**src/fetch_consts.svh**
```systemverilog
/*
 * Fetch front end constants
 * Word width, reset vector, local memory map and queue depth
 */
`ifndef FETCH_CONSTS_SVH
`define FETCH_CONSTS_SVH

// Address and instruction width
`define FETCH_XLEN 32

// First PC after reset, inside local memory
`define FETCH_RESET_VEC 32'h0000_1080

////////////////////////////////////////
// Local instruction memory
`define IMEM_BASE 32'h0000_1000
`define IMEM_WORDS 256
`define IMEM_ADDR_W 8

////////////////////////////////////////
// Fetches in flight
`define FETCH_QUEUE_DEPTH 2

`endif

```
**src/mem_map_pkg.sv**
```systemverilog
/*
 * Memory map of the fetch front end
 * Region encoding and the address range check
 */
`include "fetch_consts.svh"

package mem_map_pkg;

    // Target of a fetch address
    typedef enum logic {
        region_local_mem,
        region_none
    } region_t;

    ////////////////////////////////////////
    // Range check against the local memory window
    function automatic region_t region_of(input logic [`FETCH_XLEN-1:0] addr);
        logic [`FETCH_XLEN-1:0] offset;
        offset = addr - `IMEM_BASE;
        if (addr >= `IMEM_BASE && offset < (`IMEM_WORDS * 4)) begin
            return region_local_mem;
        end
        // Anything else is an access fault
        return region_none;
    endfunction

endpackage

```
**src/fetch_pkg.sv**
```systemverilog
/*
 * Fetch pipeline types
 * PC source select, fetch status and the queued fetch attributes
 */
`include "fetch_consts.svh"

package fetch_pkg;

    // Next PC source
    typedef enum logic [1:0] {
        pc_reset,
        pc_redirect,
        pc_increment
    } pc_src_t;

    // Result of one fetch
    typedef enum logic {
        fetch_ok,
        fetch_access_fault
    } fetch_status_t;

    ////////////////////////////////////////
    // Per fetch attributes, kept in order until completion
    typedef struct packed {
        logic [`FETCH_XLEN-1:0] pc;
        fetch_status_t status;
        mem_map_pkg::region_t region;
    } fetch_attr_t;

endpackage

```
**src/fetch_response.sv**
```systemverilog
/*
 * Fetch response
 * Completes fetches in order and drops those made stale by a redirect
 */
`timescale 1ns/1ns
`include "fetch_consts.svh"

module fetch_response (
    input logic clk,
    input logic rst,
    input logic redirect,
    input logic push,
    input logic head_valid,
    input fetch_pkg::fetch_attr_t head_attr,
    input logic data_valid,
    input logic [`FETCH_XLEN-1:0] data_out,
    output logic pop,
    output logic fetch_complete,
    output logic [`FETCH_XLEN-1:0] fetch_pc,
    output logic [`FETCH_XLEN-1:0] fetch_instruction,
    output logic fetch_fault
);
    import fetch_pkg::*;
    import mem_map_pkg::*;

    localparam int CNT_W = $clog2(`FETCH_QUEUE_DEPTH + 1);

    logic [CNT_W-1:0] inflight_count;
    logic [CNT_W-1:0] inflight_next;
    logic [CNT_W-1:0] flush_count;
    logic head_fault;
    logic complete;

    ////////////////////////////////////////
    // Completion
    assign head_fault = (head_attr.status == fetch_access_fault);

    // Faults complete as soon as they reach the head
    assign complete = head_valid & (head_fault | data_valid);
    assign pop = complete;

    assign fetch_complete = complete & (flush_count == '0);
    assign fetch_pc = head_attr.pc;
    assign fetch_instruction = data_out;
    assign fetch_fault = head_fault;

    ////////////////////////////////////////
    // In-flight and flush tracking
    assign inflight_next = inflight_count + CNT_W'(push) - CNT_W'(pop);

    always_ff @(posedge clk) begin
        if (rst) begin
            inflight_count <= '0;
        end else begin
            inflight_count <= inflight_next;
        end
    end

    // Everything still in flight after a redirect gets discarded
    always_ff @(posedge clk) begin
        if (rst) begin
            flush_count <= '0;
        end else if (redirect) begin
            flush_count <= inflight_next;
        end else if (pop && flush_count != '0) begin
            flush_count <= flush_count - 1'b1;
        end
    end

    // Memory data must belong to an in-range fetch at the head
    data_has_head_a: assert property (@(posedge clk) disable iff (rst)
        data_valid |-> (head_valid && head_attr.region == region_local_mem))
        else $error("Instruction data with no matching fetch at queue head");

    flush_bounded_a: assert property (@(posedge clk) disable iff (rst)
        flush_count <= inflight_count)
        else $error("Flush count above in-flight count");

endmodule

```
**config.mk**
```make
export PLATFORM = sky130hd
export DESIGN_NAME = fetch_response
export DESIGN_NICKNAME = d
export VERILOG_FILES = /design/src/mem_map_pkg.sv /design/src/fetch_pkg.sv /design/src/fetch_response.sv
export VERILOG_INCLUDE_DIRS = /design/src
export SDC_FILE = /design/constraint.sdc
export NUM_CORES = 1
export LEC_CHECK = 0
export BUFFER_PORTS_ARGS = -buffer_cell sky130_fd_sc_hd__buf_2
export CAP_MARGIN = 20
export CORE_MARGIN = 3
export CORE_UTILIZATION = 26
export DETAILED_ROUTE_END_ITERATION = 10
export GPL_ROUTABILITY_DRIVEN = 0
export PLACE_DENSITY = 0.79
export SETUP_SLACK_MARGIN = 0.4
export SYNTH_ARGS = -nofsm -noshare
export SYNTH_HDL_FRONTEND = slang
export SYNTH_SLANG_ARGS = --single-unit
```
**constraint.sdc**
```tcl
create_clock -name clk -period 1.5 [get_ports clk]
set_input_delay 0 -clock clk [delete_from_list [all_inputs] [get_ports clk]]
set_output_delay 0 -clock clk [all_outputs]
set_load 0.01 [all_outputs]
```
==> flow_metrics.py <==
metrics = {
    "outcome": {
        "outcome": "complete, but fails checks",
        "failed_checks": "negative hold slack",
    },
    "routing": {
        "wl_per_cell_um": 16.0,
        "viasPerCell": 4.46,
        "drtIter0Drc": 13,
        "drc": 0,
        "vias": 312,
        "drt-pass1-iter-count": 2,
        "ant_nets": 0,
        "wl_um": 1120,
    },
    "critical_path": {
        "slowest_delay_ns": 0.31,
        "cp-end-kind": "flop",
        "crit_required_ns": 1.63,
        "crit_slowest_cell": "dfxtp_2",
        "path_cells": "inv_2, ha_4, inv_2, ha_4, xor2_2, xnor2_2, o311ai_1",
        "r2r_setup_slack_ns": 0.08,
        "startpoint_type": "flop",
        "crit_path_max_fanout": 2,
        "crit_type": "flop to flop",
        "worstReg2RegStart": "inflight_count[0]$_SDFF_PP0_",
        "reg2reg_depth": 7,
        "cp.arrival_ns": 1.55,
        "reg2reg_to": "flush_count[1]$_SDFFE_PP0P_",
    },
    "power": {
        "power.leakage_nw": 0.164,
        "finalPower_mw": 0.465,
        "peakVddDrop_mv": 0.395,
        "powerDensity_mw_per_mm2": 1160,
    },
    "global_routing": {
        "grt_max_degree": 7,
        "grtUsageTotal": 0.0644,
        "overflow": 0,
        "grt_pass1_wl_um": 1600,
        "antenna_found_initial": 0,
        "grt_pass1_vias": 348,
    },
    "timing": {
        "hold_viol_final": 1,
        "finalSetupViolCount": 0,
        "grt_setup_unrepaired": "true",
        "final_max_slew_viol_count": 0,
        "skew_ns": 0.00161,
        "relSlewSlack": 0.844,
        "hold_slack_ns": -0.000751,
        "setup_tns_ns": 0,
        "max_freq_mhz": 704,
        "worst_pin_slew_ns": 0.230,
        "finalCritPeriodShare": 0.947,
        "post-route-min-period_ns": 1.42,
    },
    "finish": {
        "multi_input_area_um2": 190,
        "layout-drive-gt1-share": 0.625,
        "fin_nets": 117,
        "antenna_cells": 0,
        "final-seq-area_um2": 83.8,
        "final_area_um2": 402,
        "synthToLayoutAreaGrowth_pct": -44.8,
        "fillerInstances": 288,
    },
    "die": {
        "die_x_um": 58.9,
        "die_y_um": 58.9,
        "coreArea_mm2": 0.00257,
        "std_cell_rows": 18,
        "boundaryPins": 139,
        "start_util": 0.284,
        "die_area_mm2": 0.00347,
    },
    "cts": {
        "cts_max_level": 1,
        "cts-root-buf": "clkbuf_4",
        "cts_made_buffers": 3,
        "clkSinkCount": 4,
        "cts_buffer_depth": 2,
        "cts_tree": "built",
        "clkLatencyLatePin_ns": 0.23,
        "clkTransAtPathRegs_ns": 0.04,
        "cts_setup_buffers": 0,
    },
    "placement": {
        "place_area_um2": 328,
        "port_buffers": 9,
        "dp_hpwl_um": 906,
    },
    "synth": {
        "synth_nets": 168,
        "synthSimpleGateAreaFrac": 0.0636,
        "synth_area_um2": 728,
        "syn_avg_cell_area_um2": 7.83,
        "synth-seq-cells": 4,
        "synth_xor_xnor_area_share": 0.0241,
        "synth-seq-area-share": 0.110,
        "synth-compound-area-share": 0.0498,
        "synth_top_family_by_area": "buffers and inverters",
        "syn_inst": 93,
        "ys_warn_count": 0,
        "synth_mux_area_frac": 0,
        "synthAdderAreaFrac": 0.0515,
        "synth_cell_type_count": 17,
    },
    "min_path": {
        "hp-class": "input pin to flop",
        "holdPathStages": 2,
        "worstHoldStart": "rst",
        "hold_end": "inflight_count[0]$_SDFF_PP0_",
    },
    "flow_run": {
        "maxCapViolCount": 0,
    },
}
per-layer routing:
metal	vias up	wire length (um)	track usage
li1	118	-	-
met1	126	213	0.0303
met2	52	583	0.0994
met3	16	257	0.0636
met4	0	68	0.0906
met5	-	0	0
critical path, delay by kind of cell, from the launching register on:
kind,cells,cell delay [ns]
buffers and inverters,2,0.08
adders and majority gates,2,0.40
DFF,1,0.31
xor gates and xnor gates,2,0.29
AOI/OAI and AO/OA,1,0.23
metrics by stage:
| step | std cells | setup slack [ns] | util |
|---|---|---|---|
| 2_1_floorplan | 93 | 0.178 | - |
| 3_3_place_gp | 67 | 0.0405 | 0.128 |
| 3_5_place_dp | 67 | -0.0706 | 0.128 |
| 4_1_cts | 70 | 0.0854 | 0.151 |
| 5_1_grt | 70 | 0.0257 | 0.156 |
| 6_report | 70 | 0.0791 | 0.156 |
cell usage after synthesis (all sizes together):
library cell  instances  area (um^2)
dfxtp                 4         80.1
ha                    3         37.5
inv                   6         22.5
a311oi                1         8.76
xnor2                 1         8.76
xor2                  1         8.76
buf                  65          488
nor3b                 1         7.51
nor3                  1         5.00
nor2                  2         7.51
o311ai                1         8.76
and2                  1         6.26
nand3b                1         7.51
nor2b                 1         6.26
o21ai                 3         18.8
or3                   1         6.26
worst max path at each step:
stage | startpoint | end | slack (ns) | cells past startpoint
2_1_floorplan | inflight_count[0]$_SDFF_PP0_ | flush_count[1]$_SDFFE_PP0P_ | 0.18 | 7
3_3_place_gp | data_valid | flush_count[1]$_SDFFE_PP0P_ | 0.04 | 9
3_5_place_dp | data_valid | flush_count[1]$_SDFFE_PP0P_ | -0.07 | 9
4_1_cts | inflight_count[0]$_SDFF_PP0_ | flush_count[1]$_SDFFE_PP0P_ | 0.09 | 7
5_1_grt | inflight_count[0]$_SDFF_PP0_ | flush_count[1]$_SDFFE_PP0P_ | 0.03 | 7
6_report | inflight_count[0]$_SDFF_PP0_ | flush_count[1]$_SDFFE_PP0P_ | 0.08 | 7
where the power goes:
| group | internal [mW] | switching [mW] | leakage (nW) | total [mW] |
|---|---|---|---|---|
| registers | 0.133 | 0.0144 | 0.0341 | 0.148 |
| logic | 0.0980 | 0.0861 | 0.117 | 0.184 |
| clock network | 0.0895 | 0.0436 | 0.0138 | 0.133 |
timing repair:
item / 4_1_cts / 5_1_grt
gates cloned: 0 / 0
gates resized for setup: 10 / 2
setup endpoints to repair: 4 / 4
pin swaps: 3 / 0
endpoints found under the hold margin: 2 / 0
flip-flops by register name (all words and copies together), names as in the netlist:
| signal | count |
|---|---|
| flush_count | 2 |
| inflight_count | 2 |
cell families (layout without fill, tap and decap cells):
kind of cell,after synthesis,in the layout
adder cells (fa/ha/maj),3,3
flip-flops,4,4
AND/OR/NAND/NOR,8,8
AO/OA/AOI/OAI,5,5
XOR/XNOR,2,2
buffers and inverters,71,18
layout make-up:
class | count | area share
clock buffer | 3 | 0.0561
inverter | 6 | 0.0561
tap | 30 | 0.0935
multi-input combinational | 18 | 0.474
timing repair buffer | 9 | 0.112
sequential | 4 | 0.209
cell usage in the layout (no fill, tap or decap), drive strengths merged:
| cell | n |
|---|---|
| o311ai | 1 |
| or3 | 1 |
| xor2 | 1 |
| nor3 | 1 |
| nor2 | 2 |
| and2 | 1 |
| dfxtp | 4 |
| inv | 6 |
| o21ai | 3 |
| nor3b | 1 |
| xnor2 | 1 |
| ha | 3 |
| buf | 9 |
| nand3b | 1 |
| nor2b | 1 |
| clkbuf | 3 |
| a311oi | 1 |
Note: power is estimated with default switching activity, not from simulation.
