==> src/fetch_consts.svh <==
/*
 * Fetch front end constants
 * Word width, reset vector, local memory map and queue depth
 */
`ifndef FETCH_CONSTS_SVH
`define FETCH_CONSTS_SVH

// Address and instruction width
`define FETCH_XLEN 32

// First PC after reset, inside local memory
`define FETCH_RESET_VEC 32'h0000_1080

////////////////////////////////////////
// Local instruction memory
`define IMEM_BASE 32'h0000_1000
`define IMEM_WORDS 256
`define IMEM_ADDR_W 8

////////////////////////////////////////
// Fetches in flight
`define FETCH_QUEUE_DEPTH 2

`endif

==> src/mem_map_pkg.sv <==
/*
 * Memory map of the fetch front end
 * Region encoding and the address range check
 */
`include "fetch_consts.svh"

package mem_map_pkg;

    // Target of a fetch address
    typedef enum logic {
        region_local_mem,
        region_none
    } region_t;

    ////////////////////////////////////////
    // Range check against the local memory window
    function automatic region_t region_of(input logic [`FETCH_XLEN-1:0] addr);
        logic [`FETCH_XLEN-1:0] offset;
        offset = addr - `IMEM_BASE;
        if (addr >= `IMEM_BASE && offset < (`IMEM_WORDS * 4)) begin
            return region_local_mem;
        end
        // Anything else is an access fault
        return region_none;
    endfunction

endpackage

==> src/fetch_pkg.sv <==
/*
 * Fetch pipeline types
 * PC source select, fetch status and the queued fetch attributes
 */
`include "fetch_consts.svh"

package fetch_pkg;

    // Next PC source
    typedef enum logic [1:0] {
        pc_reset,
        pc_redirect,
        pc_increment
    } pc_src_t;

    // Result of one fetch
    typedef enum logic {
        fetch_ok,
        fetch_access_fault
    } fetch_status_t;

    ////////////////////////////////////////
    // Per fetch attributes, kept in order until completion
    typedef struct packed {
        logic [`FETCH_XLEN-1:0] pc;
        fetch_status_t status;
        mem_map_pkg::region_t region;
    } fetch_attr_t;

endpackage

==> src/imem_bus_if.sv <==
/*
 * Instruction memory bus
 * Single-cycle request strobe, data returns one cycle later
 */
`timescale 1ns/1ns
`include "fetch_consts.svh"

interface imem_bus_if;

    // Request side
    logic new_request;
    logic [`FETCH_XLEN-1:0] addr;

    // Response side, no back-pressure
    logic data_valid;
    logic [`FETCH_XLEN-1:0] data_out;

    modport issuer (
        output new_request,
        output addr,
        input data_valid,
        input data_out
    );

    modport memory (
        input new_request,
        input addr,
        output data_valid,
        output data_out
    );

endinterface

==> src/fetch_issue.sv <==
/*
 * Fetch issue
 * Holds the PC, picks the next PC and issues fetch requests
 */
`timescale 1ns/1ns
`include "fetch_consts.svh"

module fetch_issue (
    input logic clk,
    input logic rst,
    input logic hold,
    input logic redirect,
    input logic [`FETCH_XLEN-1:0] redirect_pc,
    input logic queue_full,
    output logic push,
    output fetch_pkg::fetch_attr_t push_attr,
    imem_bus_if.issuer bus
);
    import fetch_pkg::*;
    import mem_map_pkg::*;

    logic [`FETCH_XLEN-1:0] pc;
    logic [`FETCH_XLEN-1:0] next_pc;
    pc_src_t pc_src;
    region_t region;
    logic issue_en;
    logic issue;

    ////////////////////////////////////////
    // Issue control

    // Keeps requests off until the cycle after reset
    always_ff @(posedge clk) begin
        if (rst) begin
            issue_en <= 1'b0;
        end else begin
            issue_en <= 1'b1;
        end
    end

    assign issue = issue_en & ~hold & ~redirect & ~queue_full;

    ////////////////////////////////////////
    // Program counter
    always_comb begin
        if (rst) begin
            pc_src = pc_reset;
        end else if (redirect) begin
            pc_src = pc_redirect;
        end else begin
            pc_src = pc_increment;
        end
    end

    always_comb begin
        case (pc_src)
            pc_reset: next_pc = `FETCH_RESET_VEC;
            pc_redirect: next_pc = redirect_pc;
            default: next_pc = pc + 32'd4;
        endcase
    end

    always_ff @(posedge clk) begin
        if (rst | redirect | issue) begin
            pc <= next_pc;
        end
    end

    ////////////////////////////////////////
    // Request and attribute
    assign region = region_of(pc);

    assign push = issue;
    assign push_attr.pc = pc;
    assign push_attr.status = (region == region_none) ? fetch_access_fault : fetch_ok;
    assign push_attr.region = region;

    // Faulting fetches never reach the memory
    assign bus.new_request = issue & (region == region_local_mem);
    assign bus.addr = pc;

    pc_aligned_a: assert property (@(posedge clk) disable iff (rst) pc[1:0] == 2'b00)
        else $error("Fetch PC lost word alignment");

endmodule

==> src/flat_wrapper.sv <==
// flat-port wrapper written by rule: the top's interface ports become plain ports
module fetch_issue_flat import fetch_pkg::*; import mem_map_pkg::*;
  (clk, rst, hold, redirect, redirect_pc, queue_full, push, push_attr, bus_new_request, bus_addr, bus_data_valid, bus_data_out);
  imem_bus_if bus_i ();
  input logic clk;
  input logic rst;
  input logic hold;
  input logic redirect;
  input logic [`FETCH_XLEN-1:0] redirect_pc;
  input logic queue_full;
  output logic push;
  output fetch_pkg::fetch_attr_t push_attr;
  output wire logic [$bits(bus_i.new_request)-1:0] bus_new_request;
  output wire logic [$bits(bus_i.addr)-1:0] bus_addr;
  input wire logic [$bits(bus_i.data_valid)-1:0] bus_data_valid;
  input wire logic [$bits(bus_i.data_out)-1:0] bus_data_out;
  assign bus_new_request = bus_i.new_request;
  assign bus_addr = bus_i.addr;
  assign bus_i.data_valid = bus_data_valid;
  assign bus_i.data_out = bus_data_out;
  fetch_issue u_core (.clk(clk), .rst(rst), .hold(hold), .redirect(redirect), .redirect_pc(redirect_pc), .queue_full(queue_full), .push(push), .push_attr(push_attr), .bus(bus_i));
endmodule
==> config.mk <==
export PLATFORM = sky130hd
export DESIGN_NAME = fetch_issue_flat
export DESIGN_NICKNAME = d
export VERILOG_FILES = /design/src/mem_map_pkg.sv /design/src/fetch_pkg.sv /design/src/imem_bus_if.sv /design/src/fetch_issue.sv /design/src/flat_wrapper.sv
export VERILOG_INCLUDE_DIRS = /design/src
export SDC_FILE = /design/constraint.sdc
export NUM_CORES = 1
export LEC_CHECK = 0
export ABC_AREA = 1
export BUFFER_PORTS_ARGS = -buffer_cell sky130_fd_sc_hd__buf_2
export CAP_MARGIN = 20
export CORE_ASPECT_RATIO = 1.25
export CORE_MARGIN = 4
export CORE_UTILIZATION = 40
export DETAILED_ROUTE_END_ITERATION = 7
export GPL_TIMING_DRIVEN = 1
export PLACE_DENSITY = 0.74
export SLEW_MARGIN = 5
export SYNTH_ARGS = -nofsm -noshare
export SYNTH_HDL_FRONTEND = slang
export SYNTH_SLANG_ARGS = --single-unit
==> constraint.sdc <==
create_clock -name clk -period 1.58 [get_ports clk]
set_input_delay 0 -clock clk [delete_from_list [all_inputs] [get_ports clk]]
set_output_delay 0 -clock clk [all_outputs]
set_load 0.02 [all_outputs]
==> impl_metrics.yaml <==
worst_setup_path:
  critPathTopFamily: "simple AND/OR/NAND/NOR gates"
  cp_cell_sequence: "nor2_4, nand2_2, nor2_4, nand2_1, nand2_1, nand3_2, nor2_2, nand3_2, or2_4, buf_6"
  timing.critical_path.slowest_stage_cell: "edfxtp_1"
  arrival_ps: 2080
  crit_type: "register to output pin"
  slowest_delay_ps: 440
  worst_setup_path_end_kind: "output pin"
  critPathMaxFanout: 4
  reg2reg_from: "u_core.bus.addr[16]"
  cp_num_buf_inv: 1
  critical_path_required_ps: 1580
  startpoint_type: "register"
  crit_path_start: "u_core.bus.addr[12]"
clocking:
  worst_setup_hold_path_clk_slew_ps: 70
  max_buffers_root_to_sink: 2
  cts-buffers-inserted: 5
  clock-root-buffer: "clkbuf_8"
  cts.sinks: 33
  tritoncts: "yes"
  clock_latency_ps: 290
  ctsHtreeMaxLevel: 2
timing:
  maxSlewHeadroom_pct: 76.4
  clock_skew_ps: 10.3
  post-route-period-util_pct: 131
  worst-slew-pin-transition_ps: 354
  clock.fmax_ghz: 0.481
  final_hold_viol_count: 0
  post-route-worst-setup-slack_ps: -497
  timing.final.setup_violations: 22
  fin_worst_hold_slack_ps: 4.76
  unrepaired_setup_endpoints_after_global_routing: "yes"
  slew_viol_final: 0
  period_needed_ps: 2080
  timing.setup.tns_ps: -3790
synthesis:
  ys_types: 34
  ys_async_sr_fraction_pct: 0
  postSynthNetCount: 484
  sequential_share_of_the_synthesized_area_pct: 34.8
  post_synth.cell_area_avg_um2: 6.83
  synth_enable_flop_cells: 32
  postSynth.topFlopCell: "edfxtp_1"
  netlist_area_um2: 2820
  flip_flop_and_latch_count_after_synthesis: 33
  syn-instance-count: 412
  yosys_warning_total: 0
run_status:
  failed_checks: "setup timing"
  run_status: "finished, violations left"
detailed_routing:
  drc: 0
  post_drt_via_cell_ratio: 5.16
  dr.first_iter.drc_count: 337
  detailed_routing_iterations_pass_1: 5
  post_drt_wl_per_cell_um: 16.0
  drt_total_wl_um: 11100
  routed-via-count: 3579
  drtAntennaViolNets: 0
global_routing:
  pin_count_of_the_biggest_net_entering_global_routing: 31
  total_congestion_overflow_after_global_routing: 0
  first_global_vias: 3449
  grt_pass1_wl_um: 16300
  initial_antenna_violation_count: 0
  global_route.usage.total_pct: 24.2
floorplanning:
  initial_core_util_pct: 42.1
  num_io_pins: 138
  floorplan.rows: 33
  fp.dieArea_um2: 8450
  core_um2: 6690
  die_height_um: 102
  fp.dieW_um: 83.0
cells_and_area:
  layout.cell_area.non_filler_um2: 4760
  area_growth_pct: 69.2
  layout_fillers: 529
  ratio_of_cells_with_drive_above_1_in_the_final_layout_pct: 51.8
  final_nets: 677
  antenna-diode-count: 0
power:
  ir_drop_uv: 694
  powerDensity_nw_per_um2: 686
  power.static_leakage_uw: 0.00239
placed_design:
  detailed_place_hpwl_um: 7450
  port_buffers: 104
  dpl-instance-area_um2: 3850
  gpl.final_weighted_congestion: 0.913
flow_run:
  max_cap_viol_count: 0
hold_path:
  hold_path_class: "input port to register"
  origin_of_the_worst_min_delay_path: "redirect_pc[26]"
==> cell usage after synthesis (all sizes together) (2+ instances only) <==
cell,n,area share [%]
nand2,132,18
nor2,60,8.9
inv,43,5.7
buf,39,11
edfxtp,32,34
o21ai,26,4.6
nand3,22,4.1
nor3,12,2.1
xor2,8,2.5
nand4,7,1.6
a21oi,6,1.1
nor4,5,1.1
clkbuf,3,0.44
a22o,2,0.62
a31oi,2,0.44
a32o,2,0.71
ha,2,0.89
nand3b,2,0.67
or2,2,0.44
==> report_power, final <==
group          total (µW)  switching (µW)  internal [µW]
logic                1330             776            551
clock network         798             332            466
registers            1140            86.0           1060
==> layout make-up <==
class                      instances  area, µm²  share of cell area, %
timing repair buffer             228       1580                   33.1
clock inverter                     2       33.8                  0.709
multi-input combinational        293       1820                   38.2
inverter                          44        174                   3.65
sequential                        33        981                   20.6
clock buffer                       6       72.6                   1.52
tap                               87        109                   2.29
==> state kept, by name, indices dropped and copies added, names as in the netlist <==
name,cells
u_core.issue_en,1
u_core.bus.addr,32
==> metrics by stage <==
stage	instances	setup WS [ps]	total power [µW]	util (%)
6_report	693	-497	3270	71.2
5_1_grt	693	-610	3430	71.2
4_1_cts	680	-473	3150	66.7
3_5_place_dp	642	-250	2220	57.5
3_3_place_gp	642	-238	2200	57.5
2_1_floorplan	412	-222	1800	-
==> layout by cell type, fill, tap and decap left out, types with 13 or more instances in the layout <==
cell	instances
nor2_4	17
nand2_2	14
dlygate4sd3_1	13
buf_2	101
nor2_1	26
edfxtp_1	32
buf_4	94
nor2_2	17
o21ai_1	13
nand2_1	108
inv_1	39
buf_6	19
==> routing by layer <==
metal | vias up | GRT usage [%] | part of all wire, %
li1 | 1688 | - | -
met5 | - | 0 | 0
met3 | 37 | 3.74 | 4.8
met2 | 182 | 46.0 | 54
met1 | 1672 | 26.5 | 38
met4 | 0 | 10.7 | 3.8
==> logic make-up after synthesis <==
logic type	synth area share (%)
and+or+nand+nor	36.8
buffers and inverters	16.9
AOI/OAI and AO/OA	7.73
DFF	34.8
xor gates and xnor gates	2.80
adders and majority gates	0.889
==> worst min-delay path: cells and delay by family <==
family / cells / cell delay (ps)
buf+inv: 1 / 80
simple gates: 2 / 100
==> path summary, 6_finish.rpt <==
kind	to	slack (ps)	cells past startpoint
worst max-delay path	push_attr[0]	-500	10
worst min-delay path	u_core.bus.addr[26]	5	3
worst max register to register	u_core.bus.addr[22]	-250	9
worst min register to register	u_core.bus.addr[29]	800	3
==> what timing repair did <==
item	in CTS	in global routing
resized for setup	69	57
setup endpoints to repair	22	28
pin swaps	29	37
hold endpoints to repair	12	1
setup buffers	19	15
hold buffers	12	1
Power figures use the tool's default switching activity.
