File: src/fetch_consts.svh
/*
 * Fetch front end constants
 * Word width, reset vector, local memory map and queue depth
 */
`ifndef FETCH_CONSTS_SVH
`define FETCH_CONSTS_SVH

// Address and instruction width
`define FETCH_XLEN 32

// First PC after reset, inside local memory
`define FETCH_RESET_VEC 32'h0000_1080

////////////////////////////////////////
// Local instruction memory
`define IMEM_BASE 32'h0000_1000
`define IMEM_WORDS 256
`define IMEM_ADDR_W 8

////////////////////////////////////////
// Fetches in flight
`define FETCH_QUEUE_DEPTH 2

`endif

File: src/mem_map_pkg.sv
/*
 * Memory map of the fetch front end
 * Region encoding and the address range check
 */
`include "fetch_consts.svh"

package mem_map_pkg;

    // Target of a fetch address
    typedef enum logic {
        region_local_mem,
        region_none
    } region_t;

    ////////////////////////////////////////
    // Range check against the local memory window
    function automatic region_t region_of(input logic [`FETCH_XLEN-1:0] addr);
        logic [`FETCH_XLEN-1:0] offset;
        offset = addr - `IMEM_BASE;
        if (addr >= `IMEM_BASE && offset < (`IMEM_WORDS * 4)) begin
            return region_local_mem;
        end
        // Anything else is an access fault
        return region_none;
    endfunction

endpackage

File: src/fetch_pkg.sv
/*
 * Fetch pipeline types
 * PC source select, fetch status and the queued fetch attributes
 */
`include "fetch_consts.svh"

package fetch_pkg;

    // Next PC source
    typedef enum logic [1:0] {
        pc_reset,
        pc_redirect,
        pc_increment
    } pc_src_t;

    // Result of one fetch
    typedef enum logic {
        fetch_ok,
        fetch_access_fault
    } fetch_status_t;

    ////////////////////////////////////////
    // Per fetch attributes, kept in order until completion
    typedef struct packed {
        logic [`FETCH_XLEN-1:0] pc;
        fetch_status_t status;
        mem_map_pkg::region_t region;
    } fetch_attr_t;

endpackage

File: src/fetch_attr_fifo.sv
/*
 * Fetch attribute queue
 * Circular buffer that returns fetch attributes in issue order
 */
`timescale 1ns/1ns
`include "fetch_consts.svh"

module fetch_attr_fifo #(
    parameter int DEPTH = `FETCH_QUEUE_DEPTH
) (
    input logic clk,
    input logic rst,
    input logic push,
    input fetch_pkg::fetch_attr_t push_attr,
    input logic pop,
    output logic full,
    output logic head_valid,
    output fetch_pkg::fetch_attr_t head_attr
);
    import fetch_pkg::*;

    localparam int PTR_W = (DEPTH > 1) ? $clog2(DEPTH) : 1;
    localparam int CNT_W = $clog2(DEPTH + 1);

    fetch_attr_t entries [DEPTH];
    logic [PTR_W-1:0] wr_ptr;
    logic [PTR_W-1:0] rd_ptr;
    logic [CNT_W-1:0] count;

    ////////////////////////////////////////
    // Storage
    always_ff @(posedge clk) begin
        if (push) begin
            entries[wr_ptr] <= push_attr;
        end
    end

    ////////////////////////////////////////
    // Pointers and occupancy
    always_ff @(posedge clk) begin
        if (rst) begin
            wr_ptr <= '0;
            rd_ptr <= '0;
            count <= '0;
        end else begin
            if (push) begin
                wr_ptr <= (wr_ptr == PTR_W'(DEPTH - 1)) ? '0 : wr_ptr + 1'b1;
            end
            if (pop) begin
                rd_ptr <= (rd_ptr == PTR_W'(DEPTH - 1)) ? '0 : rd_ptr + 1'b1;
            end
            // Simultaneous push and pop leaves the count alone
            if (push && !pop) begin
                count <= count + 1'b1;
            end else if (pop && !push) begin
                count <= count - 1'b1;
            end
        end
    end

    assign full = (count == CNT_W'(DEPTH));
    assign head_valid = (count != '0);
    assign head_attr = entries[rd_ptr];

    // Issue must stall on full and completion must wait for an entry
    no_push_full_a: assert property (@(posedge clk) disable iff (rst) push |-> !full)
        else $error("Push into full attribute queue");

    no_pop_empty_a: assert property (@(posedge clk) disable iff (rst) pop |-> head_valid)
        else $error("Pop from empty attribute queue");

endmodule

File: config.mk
export PLATFORM = sky130hd
export DESIGN_NAME = fetch_attr_fifo
export DESIGN_NICKNAME = d
export VERILOG_FILES = /design/src/mem_map_pkg.sv /design/src/fetch_pkg.sv /design/src/fetch_attr_fifo.sv
export VERILOG_INCLUDE_DIRS = /design/src
export SDC_FILE = /design/constraint.sdc
export NUM_CORES = 1
export LEC_CHECK = 0
export ABC_AREA = 1
export BUFFER_PORTS_ARGS = -buffer_cell sky130_fd_sc_hd__buf_2
export CORE_MARGIN = 10
export CORE_UTILIZATION = 50
export CTS_CLUSTER_DIAMETER = 100
export DETAILED_ROUTE_END_ITERATION = 16
export PLACE_DENSITY = 0.76
export REMOVE_ABC_BUFFERS = 1
export SLEW_MARGIN = 10
export SYNTH_ARGS = -nofsm -noshare
export SYNTH_HDL_FRONTEND = slang
export SYNTH_SLANG_ARGS = --single-unit
File: constraint.sdc
create_clock -name clk -period 4.2 [get_ports clk]
set_input_delay 0.84 -clock clk [delete_from_list [all_inputs] [get_ports clk]]
set_output_delay 0.84 -clock clk [all_outputs]
set_load 0.005 [all_outputs]
==> key figures, run 1 <==
Placement
  – Gpl congestion: 0.742
  – Dpl cells: 281
  – Port bufs: 73
  – HPWL after detailed placement: 3280 um
  – Dpl cell area: 0.00324 mm2

Yosys
  – Register bit count reported by yosys: 73
  – Syn_area_per_cell: 20.4 um2
  – Synth Warn #: 0
  – Count of mapped cells out of synthesis: 139
  – Synth Area in Compound Gates: 0.00353
  – Post-Synth XOR/XNOR Area: 0.00309
  – Multiplexer area fraction after synthesis: 0.175
  – Synth Area in Simple Gates: 0.0216
  – Synth cell types: 16
  – Largest family of logic cells by synthesized area: multiplexers
  – Sequential-to-total area share from yosys stat: 0.756
  – Mapped Area: 0.00284 mm2
  – Area share of fa/ha/maj cells after synthesis: 0.00441

Final layout
  – Area occupied by registers: 0.00214 mm2
  – Layout cell share with drive strength beyond 1: 0.551
  – Final-layout fill cell count: 407
  – Final std cells w/o fill: 297
  – Layout area overhead: 21.5%
  – Diodes inserted: 0
  – Design area: 0.00345 mm2
  – NumNets Final: 259
  – Multi-input gate area: 596 um2

Floorplan
  – Die height: 95.3 um
  – Core area: 0.00551 mm2
  – # rows: 27
  – Initial Util: 0.515
  – Die span in x: 95.3 um
  – Top Ports: 74
  – Die area: 0.00908 mm2

Clocking
  – CTS Buf Count: 9
  – CTS tree: built
  – Resized cells post-CTS: 0
  – CTS Sinks: 73
  – Postcts setup bufs: 0
  – H-tree depth: 3
  – CTS Hold Bufs: 0
  – Root Driver: clkbuf_8
  – Worst-Skew Late Latency: 0.34 ns
  – Worst-path clk slew: 0.07 ns
  – Max Root-Sink Buffers: 2

Worst setup path
  – Crit end category: output pin
  – Worst Path Max Fanout: 34
  – Crit-path leading delay family: flip-flops
  – Critical path data required time: 3.36 ns
  – Number of buffers and inverters on the critical path: 1
  – Critical Path Max Stage Delay: 1.07 ns
  – Slowest CP cell: dfxtp_2
  – Critical path class: reg -> out
  – Worst R2R Start: wr_ptr$_SDFFE_PP0P_
  – CP startpoint kind: flop
  – Critical Path, Cell by Cell: mux2_2 -> buf_2
  – Arrival time at the worst endpoint: 1.96 ns

Timing
  – RSZ-0062 raised after global routing: no
  – Max Fclk: 357 MHz
  – Hold Fails Final Rpt: 0
  – Setup-failing EPs final: 0
  – Slew HR: 0.260
  – Min Clock Period, post-route: 2.80 ns
  – Period utilisation layout: 0.667
  – Worst Skew: 0.00984 ns
  – Tightest Pin Transition: 1.11 ns
  – Max Slew Vio Count: 0
  – Fin Setup TNS: 0 ns

Power and ir drop
  – LEAKAGE: 1.41 nW
  – IR drop worst, VDD: 0.284 mV
  – Power Density: 463 mW/mm2

Route
  – 1st-iter DRT viols: 52
  – Wire per inst: 16.1 um
  – First-pass DRT Iterations: 4
  – Drt via density: 4.76
  – Via Count: 1,415
  – Final WL: 4770 um
  – Residual DRC count: 0
  – Final ANT Viol Nets: 0

Global route
  – Met2 usage: 0.176
  – First-pass GRT wire length: 7560 um
  – Overall Global Routing Usage: 0.113
  – Largest net degree at the start of global routing: 35
  – Initial antenna violation count: 0
  – Global route total overflow: 0
  – Met1 usage: 0.122
  – Number of global-route vias before repair: 1,517
  – Met3 Track Usage GR: 0.0573
  – Most used routing layer: met2

Worst hold path
  – Hold Path Origin: rd_ptr$_SDFFE_PP0P_
  – Worst hold-check path type: reg -> reg

Flow run
  – Max-cap viol count: 0

Status
  – Outcome: complete, no violations
-- cell usage after synthesis --
library cell,count,share of area
a21oi_1,1,0.0018
buf_12,3,0.021
buf_6,1,0.0040
dfxtp_1,5,0.035
edfxtp_1,68,0.72
ha_1,1,0.0044
inv_1,9,0.012
mux2_2,4,0.016
mux2_4,30,0.16
nand2_1,6,0.0079
nand3_1,1,0.0018
nand4_1,1,0.0022
nor2_1,6,0.0079
nor3_1,1,0.0018
o21ai_0,1,0.0018
xnor2_1,1,0.0031
-- tightest hold or removal path, stage by stage (launching register included) --
cell,delay (ns)
dfxtp_1,0.33
xnor2_1,0.08
nor2_1,0.07
-- per-layer routing --
layer	part of all wire	wire (um)
met1	0.40	1930
met2	0.48	2290
met3	0.095	452
met5	0	0
met4	0.022	103
-- state kept, by name, summed over array words and instances, names as in the netlist, named ones only --
signal,flops
rd_ptr,1
entries,68
wr_ptr,1
count,2
-- path summary, 6_finish.rpt --
| kind | to | slack, ns | cells past startpoint |
|---|---|---|---|
| worst max-delay path | head_attr[21] | 1.40 | 2 |
| worst min-delay path | rd_ptr$_SDFFE_PP0P_ | 0.52 | 2 |
| worst max register to register | entries[1][22]$_DFFE_PP_ | 2.54 | 3 |
| worst min register to register | rd_ptr$_SDFFE_PP0P_ | 0.52 | 2 |
-- power breakdown --
group          switching (mW)  total, mW  internal [mW]
sequential             0.0275      0.867          0.840
clock                   0.240      0.572          0.331
combinational          0.0622      0.158         0.0960
-- cell families after synthesis --
kind of cell / after synthesis
buf+inv: 13
mux: 34
simple gates: 15
xor+xnor: 1
fa+ha+maj: 1
flops: 73
compound gates: 2
-- layout by cell type, fill, tap and decap left out, types with 2 or more instances in the layout --
master and n:
clkbuf_8 9, dfxtp_1 4, mux2_4 30, mux2_2 4, bufinv_16 2, inv_1 9
edfxtp_1 68, buf_2 73, nor2_1 5, nand2_1 6, clkinv_2 2
-- cell type report --
| class | instances | share of cell area |
|---|---|---|
| timing repair buffer | 74 | 0.108 |
| multi-input combinational | 53 | 0.173 |
| tap | 72 | 0.0261 |
| clock inverter | 6 | 0.0240 |
| sequential | 73 | 0.622 |
| inverter | 9 | 0.00980 |
| clock buffer | 10 | 0.0370 |
-- per-stage QoR --
step / hold WS, ns / total power, mW / setup slack, ns / utilization
after floorplan: 0.480 / 0.971 / 1.46 / -
after global placement: 0.496 / 1.04 / 1.73 / 0.588
after detailed placement: 0.500 / 1.05 / 1.73 / 0.588
after CTS: 0.526 / 1.62 / 1.33 / 0.626
after global routing: 0.558 / 1.67 / 1.27 / 0.626
final: 0.519 / 1.60 / 1.40 / 0.626
Note: power is estimated with default switching activity, not from simulation.
==> run 2: changes to the inputs <==
- CORE_UTILIZATION: 50 -> 47
- PLACE_DENSITY: 0.76 -> 0.75
- clock period: 4.2 -> 2.45 ns (I/O delays scaled with it)
==> run 2 against run 1 <==
Compared with the run above: die area grew 5.0%; sequential power grew 68%; power grew 73%; register-to-register slack lost 1.3 ns; hold slack lost 0.18 ns; clock-buffer cell count shrank 1; flip-flop and latch count is the same; largest power group unchanged; highest routed layer unchanged.
==> key figures, run 2 (synthesized netlist as in run 1, its figures left out) <==
Status
  – Outcome: complete, no violations

Timing
  – Period utilisation layout: 0.812
  – Slew HR: 0.691 (+0.431)
  – Min Clock Period, post-route: 1.99 ns
  – Setup-failing EPs final: 0 (unchanged)
  – Fin Setup TNS: 0 ns (unchanged)
  – Hold Fails Final Rpt: 0 (unchanged)
  – Max Slew Vio Count: 0 (unchanged)
  – Max Fclk: 502 MHz
  – RSZ-0062 raised after global routing: no
  – Tightest Pin Transition: 0.463 ns (-0.646 ns)
  – Worst Skew: 0.00588 ns (-0.00396 ns)

Floorplan
  – Die height: 97.7 um (+2.5%)
  – Top Ports: 74 (unchanged)
  – Initial Util: 0.482 (-0.0332)
  – Die span in x: 97.7 um (+2.5%)
  – Core area: 0.00589 mm2 (+6.9%)
  – # rows: 28 (+3.7%)
  – Die area: 0.00954 mm2 (+5.0%)

Power and ir drop
  – P_int: 2.18 mW (+72%)
  – Sw Ratio: 0.212 (+0.00554)
  – Power Density: 793 mW/mm2 (+71%)
  – LEAKAGE: 1.43 nW (+1.3%)
  – P_sw: 587 uW (+78%)
  – IR drop worst, VDD: 0.457 mV (+61%)
  – Clock power share: 0.362 (+0.004)
  – Sequential share of power: 0.527 (-0.016)
  – Comb pwr share: 0.110 (+0.011)

Placement
  – Dpl cells: 287 (+2.1%)
  – Port bufs: 73 (unchanged)
  – HPWL after detailed placement: 3490 um (+6.2%)
  – Gpl congestion: 0.698 (-5.9%)
  – Dpl cell area: 0.00327 mm2 (+1.2%)

Worst setup path
  – Critical Path, Cell by Cell: buf_12 -> mux2_2 -> buf_2
  – Critical Path Max Stage Delay: 0.39 ns (-0.68 ns)
  – CP startpoint kind: flop
  – Slowest CP cell: dfxtp_2
  – Critical path class: reg -> out
  – Critical path data required time: 1.96 ns (-1.40 ns)
  – Arrival time at the worst endpoint: 1.50 ns (-0.46 ns)
  – Worst Path Max Fanout: 32 (-5.9%)
  – Crit end category: output pin

Final layout
  – Layout area overhead: 23.2%
  – Design area: 0.00349 mm2 (+1.3%)
  – Layout cell share with drive strength beyond 1: 0.561 (+0.0103)
  – Largest regs: entries x68, count x2
  – Final-layout fill cell count: 458 (+13%)
  – Biggest register: entries
  – Largest register FFs: 68 (unchanged)
  – Most frequent cells in the layout: 73 x buf_2, 68 x edfxtp_1, 30 x mux2_4
  – Final std cells w/o fill: 303 (+2.0%)
  – NumNets Final: 262 (+1.2%)
  – Diodes inserted: 0 (unchanged)
  – Commonest non-fill, non-tap cell in the layout: buf_2

Route
  – Via Count: 1,430 (+1.1%)
  – First-pass DRT Iterations: 3 (-1)
  – Final ANT Viol Nets: 0 (unchanged)
  – Drt via density: 4.72 (-0.94%)
  – 1st-iter DRT viols: 54 (+3.8%)
  – Residual DRC count: 0 (unchanged)
  – Final WL: 4940 um (+3.5%)
  – Wire per inst: 16.3 um (+1.4%)

Global route
  – Global route total overflow: 0 (unchanged)
  – Initial antenna violation count: 0 (unchanged)
  – Largest net degree at the start of global routing: 35 (unchanged)
  – First-pass GRT wire length: 7780 um (+2.8%)
  – Overall Global Routing Usage: 0.104 (-0.00852)
  – Number of global-route vias before repair: 1,572 (+3.6%)

Clocking
  – CTS Sinks: 73 (unchanged)
  – Worst-Skew Late Latency: 0.33 ns (about the same)
  – Root Driver: clkbuf_8
  – Max Root-Sink Buffers: 2 (unchanged)
  – H-tree depth: 3 (unchanged)
  – Resized cells post-CTS: 0 (unchanged)
  – CTS Buf Count: 9 (unchanged)
  – CTS Hold Bufs: 0 (unchanged)
  – Worst-path clk slew: 0.08 ns (about the same)
  – CTS tree: built
  – Postcts setup bufs: 0 (unchanged)

Worst hold path
  – Worst hold-check path type: in -> reg

Flow run
  – Max-cap viol count: 0 (unchanged)
run 2: power groups by stage:
stage          combinational (mW)  sequential (mW)  clock (mW)
2_1_floorplan               0.161             1.50           0
3_3_place_gp                0.307             1.48           0
3_5_place_dp                0.314             1.49           0
4_1_cts                     0.315             1.46        1.03
5_1_grt                     0.337             1.47        1.08
6_report                    0.306             1.46        1.00
run 2: path summary, 6_finish.rpt:
| path | start | endpoint | slack (ns) | depth (start not counted) |
|---|---|---|---|---|
| worst min register to register | rd_ptr$_SDFFE_PP0P_ | rd_ptr$_SDFFE_PP0P_ | 0.52 | 2 |
| worst min-delay path | push_attr[8] | entries[0][8]$_DFFE_PP_ | 0.34 | 1 |
| worst max-delay path | flop | head_attr[16] | 0.46 | 3 |
| worst max register to register | wr_ptr$_SDFFE_PP0P_ | entries[0][32]$_DFFE_PP_ | 1.24 | 2 |
run 2: routing by layer:
metal	up-vias	track usage	routed length (um)
li1	688	-	-
met1	682	0.118	2140
met3	7	0.0420	331
met2	53	0.167	2410
met5	-	0	0
met4	0	0.0503	54
run 2: through the flow:
step / hold WS (ns) / setup slack (ns) / power [mW] / util
2_1_floorplan: 0.480 / 0.0616 / 1.66 / -
5_1_grt: 0.320 / 0.383 / 2.88 / 0.593
3_5_place_dp: 0.507 / 0.814 / 1.80 / 0.556
6_report: 0.342 / 0.460 / 2.77 / 0.593
4_1_cts: 0.322 / 0.441 / 2.80 / 0.593
3_3_place_gp: 0.498 / 0.836 / 1.79 / 0.556
run 2: worst max-delay path, delay by kind of cell (launching register included):
family | cells | cell delay (ns)
flip-flops | 1 | 0.39
buffers and inverters | 2 | 0.38
multiplexers | 1 | 0.38
run 2: cell type report:
cell class                      count  area, um2  share of cell area
Clock buffer                        9        124              0.0355
Timing Repair Buffer               77        408               0.117
Multi-Input combinational cell     53        596               0.171
Tap cell                           75       93.8              0.0269
Clock inverter                      7       93.8              0.0269
Inverter                            9       33.8             0.00967
Sequential cell                    73       2140               0.614
